### src/logic/ao_periph_settings.svh
// Widths and reset values for the always-on subsystem.
// The block select field sits above the 8-bit offset field.
`ifndef AO_PERIPH_SETTINGS_SVH
`define AO_PERIPH_SETTINGS_SVH

// External byte address and data word
`define AO_ADDR_W 12
`define AO_DATA_W 32

// Block select field, bits below AO_BLK_LSB form the offset
`define AO_BLK_MSB 11
`define AO_BLK_LSB 8

// Read value for an undecoded block
`define AO_ERR_DATA 32'hBADC_AB1E

// Scratch register after reset
`define AO_SCRATCH_RST 32'h5A5A_0000

`endif

### src/logic/ao_periph_pkg.sv
// Types shared by the always-on subsystem and its testbench.
// Field widths follow the settings header.
`include "ao_periph_settings.svh"

package ao_periph_pkg;

  typedef enum logic {
    OP_READ  = 1'b0,
    OP_WRITE = 1'b1
  } reg_op_e;

  // Values above BLK_POWER are undecoded
  typedef enum logic [`AO_BLK_MSB-`AO_BLK_LSB:0] {
    BLK_SOC   = 4'd0,
    BLK_TIMER = 4'd1,
    BLK_POWER = 4'd2
  } ao_block_e;

  typedef enum logic [2:0] {
    PG_ON     = 3'd0,
    PG_ISO    = 3'd1,
    PG_RST    = 3'd2,
    PG_SW_OFF = 3'd3,
    PG_OFF    = 3'd4,
    PG_SW_ON  = 3'd5,
    PG_UNRST  = 3'd6,
    PG_UNISO  = 3'd7
  } pg_state_e;

  typedef struct packed {
    reg_op_e                op;
    logic [`AO_ADDR_W-1:0]  addr;
    logic [`AO_DATA_W-1:0]  wdata;
  } bus_req_t;

  typedef struct packed {
    logic [`AO_DATA_W-1:0] rdata;
    logic                  err;
  } bus_rsp_t;

  typedef struct packed {
    logic                   valid;
    reg_op_e                op;
    logic [`AO_BLK_LSB-1:0] offset;
    logic [`AO_DATA_W-1:0]  wdata;
  } reg_req_t;

  typedef struct packed {
    logic [`AO_DATA_W-1:0] rdata;
  } reg_rsp_t;

endpackage

### src/logic/reg_bridge.sv
// Four-phase slave to single-cycle register request, one port per block.
// bus_req_i must stay stable while req_i is high.
`timescale 1ns/1ps
`include "ao_periph_settings.svh"

module reg_bridge
  import ao_periph_pkg::*;
(
  input  logic     clk_i,
  input  logic     reset_i,
  input  logic     req_i,
  input  bus_req_t bus_req_i,
  output logic     ack_o,
  output bus_rsp_t bus_rsp_o,
  output reg_req_t soc_req_o,
  output reg_req_t timer_req_o,
  output reg_req_t pwr_req_o,
  input  reg_rsp_t soc_rsp_i,
  input  reg_rsp_t timer_rsp_i,
  input  reg_rsp_t pwr_rsp_i
);

  typedef enum logic [1:0] {
    PH_IDLE,
    PH_WAIT,
    PH_ACK
  } phase_e;

  phase_e    phase_q;
  bus_req_t  req_q;
  bus_rsp_t  rsp_q;
  bus_rsp_t  rsp_d;
  reg_req_t  req_base;
  ao_block_e blk;
  logic      in_wait;

  assign blk     = ao_block_e'(req_q.addr[`AO_BLK_MSB:`AO_BLK_LSB]);
  assign in_wait = (phase_q == PH_WAIT);

  assign req_base.valid  = 1'b0;
  assign req_base.op     = req_q.op;
  assign req_base.offset = req_q.addr[`AO_BLK_LSB-1:0];
  assign req_base.wdata  = req_q.wdata;

  // Valid goes only to the decoded block
  always_comb begin
    soc_req_o   = req_base;
    timer_req_o = req_base;
    pwr_req_o   = req_base;
    rsp_d.err   = 1'b0;
    case (blk)
      BLK_SOC: begin
        soc_req_o.valid = in_wait;
        rsp_d.rdata     = soc_rsp_i.rdata;
      end
      BLK_TIMER: begin
        timer_req_o.valid = in_wait;
        rsp_d.rdata       = timer_rsp_i.rdata;
      end
      BLK_POWER: begin
        pwr_req_o.valid = in_wait;
        rsp_d.rdata     = pwr_rsp_i.rdata;
      end
      default: begin
        rsp_d.rdata = `AO_ERR_DATA;
        rsp_d.err   = 1'b1;
      end
    endcase
  end

  always_ff @(posedge clk_i) begin
    if (reset_i) begin
      phase_q <= PH_IDLE;
    end else begin
      case (phase_q)
        PH_IDLE: if (req_i) phase_q <= PH_WAIT;
        PH_WAIT: phase_q <= PH_ACK;
        PH_ACK:  if (!req_i) phase_q <= PH_IDLE;
        default: phase_q <= PH_IDLE;
      endcase
    end
  end

  // Request and response payload
  always_ff @(posedge clk_i) begin
    if (phase_q == PH_IDLE && req_i) req_q <= bus_req_i;
    if (in_wait) rsp_q <= rsp_d;
  end

  assign ack_o     = (phase_q == PH_ACK);
  assign bus_rsp_o = rsp_q;

endmodule

### src/logic/soc_ctrl_regs.sv
// SoC control registers: boot select, scratch and exit.
// exit_valid_o stays set until reset once written.
`timescale 1ns/1ps
`include "ao_periph_settings.svh"

module soc_ctrl_regs
  import ao_periph_pkg::*;
(
  input  logic        clk_i,
  input  logic        reset_i,
  input  reg_req_t    reg_req_i,
  output reg_rsp_t    reg_rsp_o,
  input  logic        boot_select_i,
  output logic        exit_valid_o,
  output logic [31:0] exit_value_o
);

  logic [`AO_DATA_W-1:0] scratch_q;
  logic                  wr;

  assign wr = reg_req_i.valid && (reg_req_i.op == OP_WRITE);

  always_ff @(posedge clk_i) begin
    if (reset_i) begin
      scratch_q    <= `AO_SCRATCH_RST;
      exit_valid_o <= 1'b0;
      exit_value_o <= '0;
    end else if (wr) begin
      case (reg_req_i.offset)
        8'h04: scratch_q <= reg_req_i.wdata;
        8'h08: begin
          exit_value_o <= reg_req_i.wdata;
          exit_valid_o <= 1'b1;
        end
        default: ;
      endcase
    end
  end

  always_comb begin
    case (reg_req_i.offset)
      8'h00:   reg_rsp_o.rdata = {{(`AO_DATA_W-1){1'b0}}, boot_select_i};
      8'h04:   reg_rsp_o.rdata = scratch_q;
      8'h08:   reg_rsp_o.rdata = exit_value_o;
      default: reg_rsp_o.rdata = '0;
    endcase
  end

endmodule

### src/logic/ao_timer.sv
// Free-running compare timer with a sticky match flag.
// The flag sets only while counting; writing 1 to status bit 0 clears it.
`timescale 1ns/1ps
`include "ao_periph_settings.svh"

module ao_timer
  import ao_periph_pkg::*;
(
  input  logic     clk_i,
  input  logic     reset_i,
  input  reg_req_t reg_req_i,
  output reg_rsp_t reg_rsp_o,
  output logic     timer_intr_o
);

  logic [`AO_DATA_W-1:0] count_q;
  logic [`AO_DATA_W-1:0] compare_q;
  logic                  cnt_en_q;
  logic                  intr_en_q;
  logic                  flag_q;
  logic                  wr;
  logic                  match;

  assign wr    = reg_req_i.valid && (reg_req_i.op == OP_WRITE);
  assign match = cnt_en_q && (count_q == compare_q);

  always_ff @(posedge clk_i) begin
    if (reset_i) begin
      count_q   <= '0;
      compare_q <= '0;
      cnt_en_q  <= 1'b0;
      intr_en_q <= 1'b0;
      flag_q    <= 1'b0;
    end else begin
      // Wraps at full width
      if (cnt_en_q) count_q <= count_q + 1'b1;
      if (wr) begin
        case (reg_req_i.offset)
          8'h00: count_q <= reg_req_i.wdata;
          8'h04: compare_q <= reg_req_i.wdata;
          8'h08: {intr_en_q, cnt_en_q} <= reg_req_i.wdata[1:0];
          8'h0C: if (reg_req_i.wdata[0]) flag_q <= 1'b0;
          default: ;
        endcase
      end
      // A new match wins over a clear in the same cycle
      if (match) flag_q <= 1'b1;
    end
  end

  always_comb begin
    reg_rsp_o.rdata = '0;
    case (reg_req_i.offset)
      8'h00:   reg_rsp_o.rdata = count_q;
      8'h04:   reg_rsp_o.rdata = compare_q;
      8'h08:   reg_rsp_o.rdata[1:0] = {intr_en_q, cnt_en_q};
      8'h0C:   reg_rsp_o.rdata[0] = flag_q;
      default: ;
    endcase
  end

  assign timer_intr_o = flag_q && intr_en_q;

endmodule

### src/logic/power_gate_fsm.sv
// Power sequencer for one switchable domain.
// Goes down on core sleep when armed, comes back on any wake interrupt.
// Switch acknowledge is a four-phase handshake with variable latency.
`timescale 1ns/1ps
`include "ao_periph_settings.svh"

module power_gate_fsm
  import ao_periph_pkg::*;
(
  input  logic     clk_i,
  input  logic     reset_i,
  input  reg_req_t reg_req_i,
  output reg_rsp_t reg_rsp_o,
  input  logic     core_sleep_i,
  input  logic     intr_i,
  input  logic     timer_intr_i,
  output logic     pg_switch_o,
  input  logic     pg_switch_ack_i,
  output logic     iso_o,
  output logic     rst_no
);

  pg_state_e             state_q;
  pg_state_e             state_d;
  logic                  arm_q;
  logic [`AO_DATA_W-1:0] pd_count_q;
  logic                  wr;
  logic                  pd_done;

  assign wr      = reg_req_i.valid && (reg_req_i.op == OP_WRITE);
  assign pd_done = (state_q == PG_SW_OFF) && (state_d == PG_OFF);

  always_comb begin
    state_d = state_q;
    case (state_q)
      PG_ON:     if (arm_q && core_sleep_i) state_d = PG_ISO;
      PG_ISO:    state_d = PG_RST;
      PG_RST:    state_d = PG_SW_OFF;
      // Wait for the switch to report off
      PG_SW_OFF: if (!pg_switch_ack_i) state_d = PG_OFF;
      PG_OFF:    if (timer_intr_i || intr_i) state_d = PG_SW_ON;
      PG_SW_ON:  if (pg_switch_ack_i) state_d = PG_UNRST;
      PG_UNRST:  state_d = PG_UNISO;
      PG_UNISO:  state_d = PG_ON;
      default:   state_d = PG_ON;
    endcase
  end

  // Outputs decoded from the next state so they line up with state_q
  always_ff @(posedge clk_i) begin
    if (reset_i) begin
      state_q     <= PG_ON;
      iso_o       <= 1'b0;
      rst_no      <= 1'b1;
      pg_switch_o <= 1'b1;
    end else begin
      state_q     <= state_d;
      iso_o       <= !(state_d inside {PG_ON, PG_UNISO});
      rst_no      <= !(state_d inside {PG_RST, PG_SW_OFF, PG_OFF, PG_SW_ON});
      pg_switch_o <= !(state_d inside {PG_SW_OFF, PG_OFF});
    end
  end

  always_ff @(posedge clk_i) begin
    if (reset_i) begin
      arm_q      <= 1'b0;
      pd_count_q <= '0;
    end else begin
      if (pd_done) pd_count_q <= pd_count_q + 1'b1;
      if (wr) begin
        case (reg_req_i.offset)
          8'h00: arm_q <= reg_req_i.wdata[0];
          // Clear takes priority over a completing power-down
          8'h08: pd_count_q <= '0;
          default: ;
        endcase
      end
    end
  end

  always_comb begin
    reg_rsp_o.rdata = '0;
    case (reg_req_i.offset)
      8'h00:   reg_rsp_o.rdata[0] = arm_q;
      8'h04:   reg_rsp_o.rdata[2:0] = state_q;
      8'h08:   reg_rsp_o.rdata = pd_count_q;
      default: ;
    endcase
  end

endmodule

### src/logic/ao_peripheral_subsystem.sv
// Always-on peripheral subsystem top: bridge plus three register blocks.
// Single clock; the timer interrupt also wakes the power domain.
`timescale 1ns/1ps

module ao_peripheral_subsystem
  import ao_periph_pkg::*;
(
  input  logic        clk_i,
  input  logic        reset_i,

  // External register port
  input  logic        req_i,
  input  bus_req_t    bus_req_i,
  output logic        ack_o,
  output bus_rsp_t    bus_rsp_o,

  input  logic        boot_select_i,
  output logic        exit_valid_o,
  output logic [31:0] exit_value_o,

  // Power domain control
  input  logic        core_sleep_i,
  input  logic        intr_i,
  output logic        pg_switch_o,
  input  logic        pg_switch_ack_i,
  output logic        iso_o,
  output logic        rst_no,

  output logic        timer_intr_o
);

  reg_req_t soc_req;
  reg_req_t timer_req;
  reg_req_t pwr_req;
  reg_rsp_t soc_rsp;
  reg_rsp_t timer_rsp;
  reg_rsp_t pwr_rsp;

  reg_bridge u_reg_bridge (
    .clk_i       (clk_i),
    .reset_i     (reset_i),
    .req_i       (req_i),
    .bus_req_i   (bus_req_i),
    .ack_o       (ack_o),
    .bus_rsp_o   (bus_rsp_o),
    .soc_req_o   (soc_req),
    .timer_req_o (timer_req),
    .pwr_req_o   (pwr_req),
    .soc_rsp_i   (soc_rsp),
    .timer_rsp_i (timer_rsp),
    .pwr_rsp_i   (pwr_rsp)
  );

  soc_ctrl_regs u_soc_ctrl_regs (
    .clk_i         (clk_i),
    .reset_i       (reset_i),
    .reg_req_i     (soc_req),
    .reg_rsp_o     (soc_rsp),
    .boot_select_i (boot_select_i),
    .exit_valid_o  (exit_valid_o),
    .exit_value_o  (exit_value_o)
  );

  ao_timer u_ao_timer (
    .clk_i        (clk_i),
    .reset_i      (reset_i),
    .reg_req_i    (timer_req),
    .reg_rsp_o    (timer_rsp),
    .timer_intr_o (timer_intr_o)
  );

  power_gate_fsm u_power_gate_fsm (
    .clk_i           (clk_i),
    .reset_i         (reset_i),
    .reg_req_i       (pwr_req),
    .reg_rsp_o       (pwr_rsp),
    .core_sleep_i    (core_sleep_i),
    .intr_i          (intr_i),
    .timer_intr_i    (timer_intr_o),
    .pg_switch_o     (pg_switch_o),
    .pg_switch_ack_i (pg_switch_ack_i),
    .iso_o           (iso_o),
    .rst_no          (rst_no)
  );

endmodule

### config.mk
export PLATFORM = sky130hd
export DESIGN_NAME = ao_peripheral_subsystem
export DESIGN_NICKNAME = d
export VERILOG_FILES = /design/src/logic/ao_periph_pkg.sv /design/src/logic/reg_bridge.sv /design/src/logic/soc_ctrl_regs.sv /design/src/logic/ao_timer.sv /design/src/logic/power_gate_fsm.sv /design/src/logic/ao_peripheral_subsystem.sv
export VERILOG_INCLUDE_DIRS = /design/src /design/src/logic
export SDC_FILE = /design/constraint.sdc
export NUM_CORES = 1
export LEC_CHECK = 0
export BUFFER_PORTS_ARGS = -buffer_cell sky130_fd_sc_hd__buf_2
export CAP_MARGIN = 5
export CORE_ASPECT_RATIO = 1.2
export CORE_UTILIZATION = 54
export CTS_CLUSTER_SIZE = 10
export DETAILED_ROUTE_END_ITERATION = 8
export GPL_ROUTABILITY_DRIVEN = 0
export GPL_TIMING_DRIVEN = 0
export PLACE_DENSITY_LB_ADDON = 0.3
export SLEW_MARGIN = 5
export SYNTH_ARGS = -nofsm -noshare
export SYNTH_HDL_FRONTEND = slang
export SYNTH_HIERARCHICAL = 1
export SYNTH_SLANG_ARGS = --single-unit
### constraint.sdc
create_clock -name clk_i -period 5.8 [get_ports clk_i]
set_input_delay 1.74 -clock clk_i [delete_from_list [all_inputs] [get_ports clk_i]]
set_output_delay 1.74 -clock clk_i [all_outputs]
set_load 0.01 [all_outputs]
==> results.py, run 1 <==
metrics = {
    "timing": {
        "finalMaxSlewViolations": 0,
        "hold_viol_final": 0,
        "worst_pin_slew_ps": 1300,
        "fin_hold_ws_ps": 466,
        "fmax_mhz": 308,
        "timing.slew.headroom_pct": 12.4,
        "setup_ws_ps": 2550,
        "layout_min_cycle_time_ps": 3250,
        "clock_skew_ps": 17.4,
        "rsz0062_at_grt": "no",
        "period_share_pct": 56.0,
        "finalSetupViolCount": 0,
    },
    "route": {
        "avgRoutedWirePerCell_um": 21.5,
        "drc_errors": 0,
        "drt_wl_total_um": 40300,
        "ant_nets": 0,
        "drt_iter0_drc": 1275,
        "dr.pass1.iters": 6,
        "vias": 11500,
        "viasPerCell": 6.12,
    },
    "yosys": {
        "post_synth_main_area_contributors": "dfxtp_1, edfxtp_1, mux2i_1, buf_4, nor2_1",
        "synth-edff-count": 78,
        "seq_area_frac_synth_pct": 43.8,
        "ys_dominant_reg_cell": "dfxtp_1",
        "yosysTopAreaCell": "dfxtp_1",
        "synth_cell_type_count": 66,
        "syn_inst": 1379,
        "synth_top_area_share_pct": 26.1,
        "synth_most_common_cell": "dfxtp_1",
        "avgSynthCellArea_sq_um": 9.61,
        "syn_nets": 1433,
        "synth_common_cells": "dfxtp_1, nor2_1, buf_4",
        "ys_ff_latch": 251,
        "netlist_area_sq_mm": 0.0133,
        "yosys_warnings": 6,
        "synthArstFlopShare_pct": 0,
    },
    "global_route": {
        "antenna_found_initial": 0,
        "overflow": 0,
        "grt_max_degree": 34,
        "grt_pass1_wl_um": 61900,
        "grt_pass1_vias": 10900,
        "grtUsageTotal_pct": 31.7,
    },
    "critical_path": {
        "cp_cell_sequence": "buf_4, nor4_1, nand2_1, clkbuf_1, nor2_1, nor2b_1, a211oi_1, a211oi_1",
        "crit_required_ps": 6110,
        "crit_cells": 8,
        "reg2regPathDepth": 8,
        "crit_fanout": 10,
        "arrival_ps": 3560,
        "critPathKind": "reg -> reg",
        "path_delay_family": "simple AND/OR/NAND/NOR gates",
        "cp_common_cell": "a211oi_1",
        "end_kind": "flop",
        "start_kind": "flop",
        "cp_slowest_stage_delay_ps": 1080,
        "critical_path.slowest_cell": "nor4_1",
        "crit_buf_inv": 2,
    },
    "power": {
        "power.leakage_nw": 5.41,
        "powerDensity_mw_per_mm2": 251,
        "ir_drop_mv": 0.249,
        "power_w": 0.00381,
    },
    "cells_and_area": {
        "syn_to_final_growth_pct": 14.5,
        "final_layout_size_suffix_gt1_share_pct": 20.6,
        "fillers": 2039,
        "layout.nets": 1591,
        "fin_util_pct": 63.1,
        "antenna_cells": 0,
    },
    "clock_network": {
        "insertion_delay_ps": 550,
        "post-cts-setup-buffers": 0,
        "clock_path_buffers": 3,
        "cts.htree.levels": 1,
        "clock-root-buffer": "clkbuf_16",
        "numCtsBuffers": 29,
        "cts-resized-gates": 0,
        "cts_sinks": 251,
        "cts_tree": "built",
        "clk_pin_slew_ps": 60,
        "cts_hold_buf": 0,
    },
    "die": {
        "die_w_um": 145,
        "io_pins": 123,
        "start_util_pct": 55.1,
        "fp.dieArea_sq_mm": 0.0252,
        "rows": 62,
        "core_sq_mm": 0.0240,
        "die_h_um": 174,
    },
    "outcome": {
        "status": "complete, no violations",
    },
    "placement": {
        "dp_slack_ps": 2240,
        "post-dp-hpwl_um": 30000,
        "io_buffers": 122,
    },
    "hold_path": {
        "hold_path_class": "reg -> reg",
        "min_path_cells": 2,
    },
    "run": {
        "cap_violations": 0,
    },
}
-- logic make-up (layout without fill, tap and decap cells) --
kind of cell	Yosys count	count (layout)	synth area share (%)
multiplexers	77	77	5.91
AO/OA/AOI/OAI	300	300	16.3
XOR/XNOR	71	71	4.69
adder cells (fa/ha/maj)	2	2	0.189
AND/OR/NAND/NOR	464	464	19.6
buffers and inverters	214	391	9.57
flip-flops	251	251	43.8
-- flip-flops by register name (all words and copies together), names as in the netlist --
name and cells:
u_ao_timer/cnt_en_q 1, u_ao_timer/compare_q 32, u_ao_timer/count_q 32, u_ao_timer/flag_q 1, u_ao_timer/intr_en_q 1, u_power_gate_fsm/arm_q 1
u_power_gate_fsm/iso_o 1, u_power_gate_fsm/pd_count_q 32, u_power_gate_fsm/pg_switch_o 1, u_power_gate_fsm/rst_no 1, u_power_gate_fsm/state_q 3, u_reg_bridge/blk 4
u_reg_bridge/bus_rsp_o 33, u_reg_bridge/phase_q 2, u_reg_bridge/pwr_req_o 41, u_soc_ctrl_regs/exit_valid_o 1, u_soc_ctrl_regs/exit_value_o 32, u_soc_ctrl_regs/scratch_q 32
-- final timing paths --
| check | endpoint | startpoint | slack, ps |
|---|---|---|---|
| min reg2reg | u_soc_ctrl_regs/scratch_q[8] | u_soc_ctrl_regs/scratch_q[8] | 470 |
| max | u_reg_bridge/bus_rsp_o[27] | u_reg_bridge/pwr_req_o[37] | 2550 |
| min | u_soc_ctrl_regs/scratch_q[8] | u_soc_ctrl_regs/scratch_q[8] | 470 |
| max reg2reg | u_reg_bridge/bus_rsp_o[27] | u_reg_bridge/pwr_req_o[37] | 2550 |
-- placed cells by master (no fill, tap or decap), types with 18 or more instances in the layout --
cell type / Yosys / final
xor2_1: 27 / 27
nor2_1: 146 / 146
nand3_1: 20 / 20
buf_2: 19 / 141
a211oi_1: 48 / 48
edfxtp_1: 78 / 78
a2bb2oi_1: 20 / 20
clkbuf_16: 0 / 29
clkbuf_1: 78 / 95
a22o_1: 30 / 30
mux2i_1: 76 / 76
dfxtp_1: 173 / 173
and2_1: 38 / 38
o31ai_1: 65 / 65
xnor2_1: 44 / 44
a21oi_1: 75 / 75
nand2_1: 56 / 56
nor2b_1: 18 / 18
nand4_1: 82 / 82
a22oi_1: 33 / 33
buf_4: 94 / 96
-- worst min-delay path: cells and delay by family (launching register included) --
kind,cells,cell delay [ps]
AOI/OAI and AO/OA,2,110
DFF,1,310
-- report_power, final --
part / internal [W] / leakage, nW / switching (W)
clock network: 0.000960 / 0.404 / 0.000698
logic: 0.000108 / 2.89 / 0.000173
registers: 0.00185 / 2.12 / 0.0000218
total: 0.00292 / 5.41 / 0.000893
-- through the flow --
step | std cells | area [sq um] | setup TNS [ps]
floorplan | 1379 | 13300 | 0
global placement | 1821 | 14300 | -78130
detailed placement | 1825 | 14300 | 0
CTS | 1875 | 15100 | 0
global route | 1876 | 15200 | 0
finish | 1876 | 15200 | 0
-- cell type report --
class / count / area [sq um] / share of cell area (%)
Clock inverter: 1 / 8.76 / 0.0577
Timing Repair Buffer: 127 / 676 / 4.45
Sequential cell: 251 / 5810 / 38.3
Clock buffer: 49 / 831 / 5.48
Buffer: 203 / 1230 / 8.08
Multi-Input combinational cell: 914 / 6180 / 40.8
Tap cell: 320 / 400 / 2.64
Inverter: 11 / 41.3 / 0.272
-- routing by layer --
layer / GRT usage, % / share of wire [%] / up-vias
met2: 50.4 / 45 / 699
met4: 19.4 / 6.5 / 0
met1: 40.1 / 39 / 5350
li1: - / - / 5305
met3: 5.68 / 9.2 / 132
met5: 0 / 0 / -
Note: power is estimated with default switching activity, not from simulation.
==> run 2, diff against run 1 <==
- CORE_UTILIZATION: 54 -> 60
- clock period: 5.8 -> 3 ns (I/O delays scaled with it)
==> run 2 against run 1 <==
  * The run now ends with negative setup slack left
  * Sequential share of layout area increased by 0.12 points
  * Clock power increased by 92%
  * Die area is 9.9% lower
  * Routed wire length is 1.5% lower
  * Global-route usage rose by 3.2 points
==> results.py, run 2 (synthesized netlist as in run 1, its figures left out) <==
metrics = {
    "critical_path": {
        "end_kind": "flop",
        "critPathKind": "reg -> reg",
        "crit_required_ps": 3310,
        "start_kind": "flop",
        "reg2reg_slack_ps": -30,
        "crit_fanout": 10,
        "arrival_ps": 3340,
        "reg2regPathDepth": 8,
    },
    "global_route": {
        "overflow": 0,
        "grt_max_degree": 34,
        "grtUsageTotal_pct": 34.9,
        "grt_pass1_wl_um": 59700,
        "grt_pass1_vias": 10700,
        "antenna_found_initial": 0,
    },
    "route": {
        "drt_iter0_drc": 1426,
        "dr.pass1.iters": 6,
        "avgRoutedWirePerCell_um": 21.7,
        "viasPerCell": 6.41,
        "drc_errors": 0,
        "ant_nets": 0,
        "drt_wl_total_um": 39600,
        "vias": 11700,
    },
    "die": {
        "core_sq_mm": 0.0217,
        "start_util_pct": 61.1,
        "rows": 59,
        "fp.dieArea_sq_mm": 0.0227,
        "die_h_um": 165,
        "die_w_um": 138,
        "io_pins": 123,
    },
    "clock_network": {
        "cts.htree.levels": 1,
        "clock_path_buffers": 3,
        "insertion_delay_ps": 540,
        "clk_pin_slew_ps": 60,
        "cts_tree": "built",
        "numCtsBuffers": 29,
        "clock-root-buffer": "clkbuf_16",
        "cts_sinks": 251,
    },
    "timing": {
        "finalSetupViolCount": 2,
        "period_share_pct": 101,
        "clock_skew_ps": 9.86,
        "fmax_mhz": 330,
        "finalMaxSlewViolations": 0,
        "hold_viol_final": 0,
        "rsz0062_at_grt": "yes",
        "layout_min_cycle_time_ps": 3030,
        "setup_ws_ps": -26.4,
        "timing.slew.headroom_pct": 46.2,
        "worst_pin_slew_ps": 800,
    },
    "cells_and_area": {
        "layout_commonest_cell": "dfxtp_1",
        "layout_common_cells": "dfxtp_1, nor2_1, buf_2",
        "fillers": 1657,
        "largest_register_ffs": 41,
        "antenna_cells": 0,
        "layout.nets": 1589,
        "syn_to_final_growth_pct": 14.1,
        "final_layout_size_suffix_gt1_share_pct": 20.6,
    },
    "hold_path": {
        "hold_path_class": "reg -> reg",
        "min_path_cells": 2,
    },
    "outcome": {
        "violations": "negative setup slack",
        "status": "complete, but fails checks",
    },
    "power": {
        "powerDensity_mw_per_mm2": 486,
        "power_w": 0.00736,
        "power.leakage_nw": 5.42,
        "ir_drop_mv": 0.500,
    },
    "placement": {
        "dp_slack_ps": -0.224,
        "io_buffers": 122,
        "post-dp-hpwl_um": 29200,
    },
    "run": {
        "cap_violations": 0,
    },
}
-- run 2: cell count changes in the layout (fill, tap and decap cells not counted), moves of 2 or more --
| cell | delta |
|---|---|
| nor4_2 | +2 |
| clkbuf_8 | -3 |
| buf_6 | -2 |
| buf_1 | +2 |
| clkbuf_1 | -3 |
| nor4_1 | -2 |
| buf_4 | -2 |
| clkbuf_2 | +2 |
-- run 2: final cells by class --
cell class | instances | area (sq um) | share of cell area (%)
clock buffer | 47 | 793 | 5.25
timing repair buffer | 125 | 681 | 4.50
sequential | 251 | 5810 | 38.4
clock inverter | 1 | 30.0 | 0.199
buffer | 203 | 1230 | 8.12
tap | 274 | 343 | 2.27
multi-input combinational | 914 | 6200 | 41.0
inverter | 11 | 41.3 | 0.273
-- run 2: worst paths after layout --
check	start	endpoint
setup / recovery	u_reg_bridge/pwr_req_o[39]	u_reg_bridge/bus_rsp_o[17]
hold / removal	u_soc_ctrl_regs/scratch_q[8]	u_soc_ctrl_regs/scratch_q[8]
setup reg to reg	u_reg_bridge/pwr_req_o[39]	u_reg_bridge/bus_rsp_o[17]
hold reg to reg	u_soc_ctrl_regs/scratch_q[8]	u_soc_ctrl_regs/scratch_q[8]
-- run 2: per-layer routing --
| layer | vias up | routed length, um | GRT usage [%] |
|---|---|---|---|
| met5 | - | 0 | 0 |
| met4 | 0 | 2580 | 20.8 |
| met3 | 165 | 3870 | 5.40 |
| met2 | 745 | 18300 | 55.6 |
| met1 | 5473 | 14900 | 44.4 |
| li1 | 5320 | - | - |
-- run 2: what timing repair did --
action                                  CTS  global route
resized for setup                         0             8
hold buffers                              0             0
buffers inserted                          0             0
endpoints found under the setup margin    0            26
-- run 2: power breakdown --
group	switching (W)	total (W)	internal, W
clock network	0.00133	0.00319	0.00186
registers	0.0000384	0.00362	0.00358
logic	0.000337	0.000549	0.000212
-- run 2: through the flow --
step / cells / cell area (sq um) / util [%] / setup TNS, ps / hold slack (ps)
4_1_cts: 1825 / 15100 / 69.5 / 0 / 466
3_5_place_dp: 1777 / 14300 / 65.7 / -0.224 / 459
6_report: 1826 / 15100 / 69.7 / -26.4 / 468
3_3_place_gp: 1775 / 14200 / 65.5 / -4720 / 450
5_1_grt: 1826 / 15100 / 69.7 / -175 / 473
2_1_floorplan: 1379 / 13300 / - / 0 / 438
-- run 2: worst max-delay path: stages (launching register included) --
cell and delay [ps]:
edfxtp_1 420, buf_4 160, nor4_2 500, nand3_2 210, nor2_1 250, buf_1 440
a22o_1 320, a211oi_1 120, a211oi_1 370
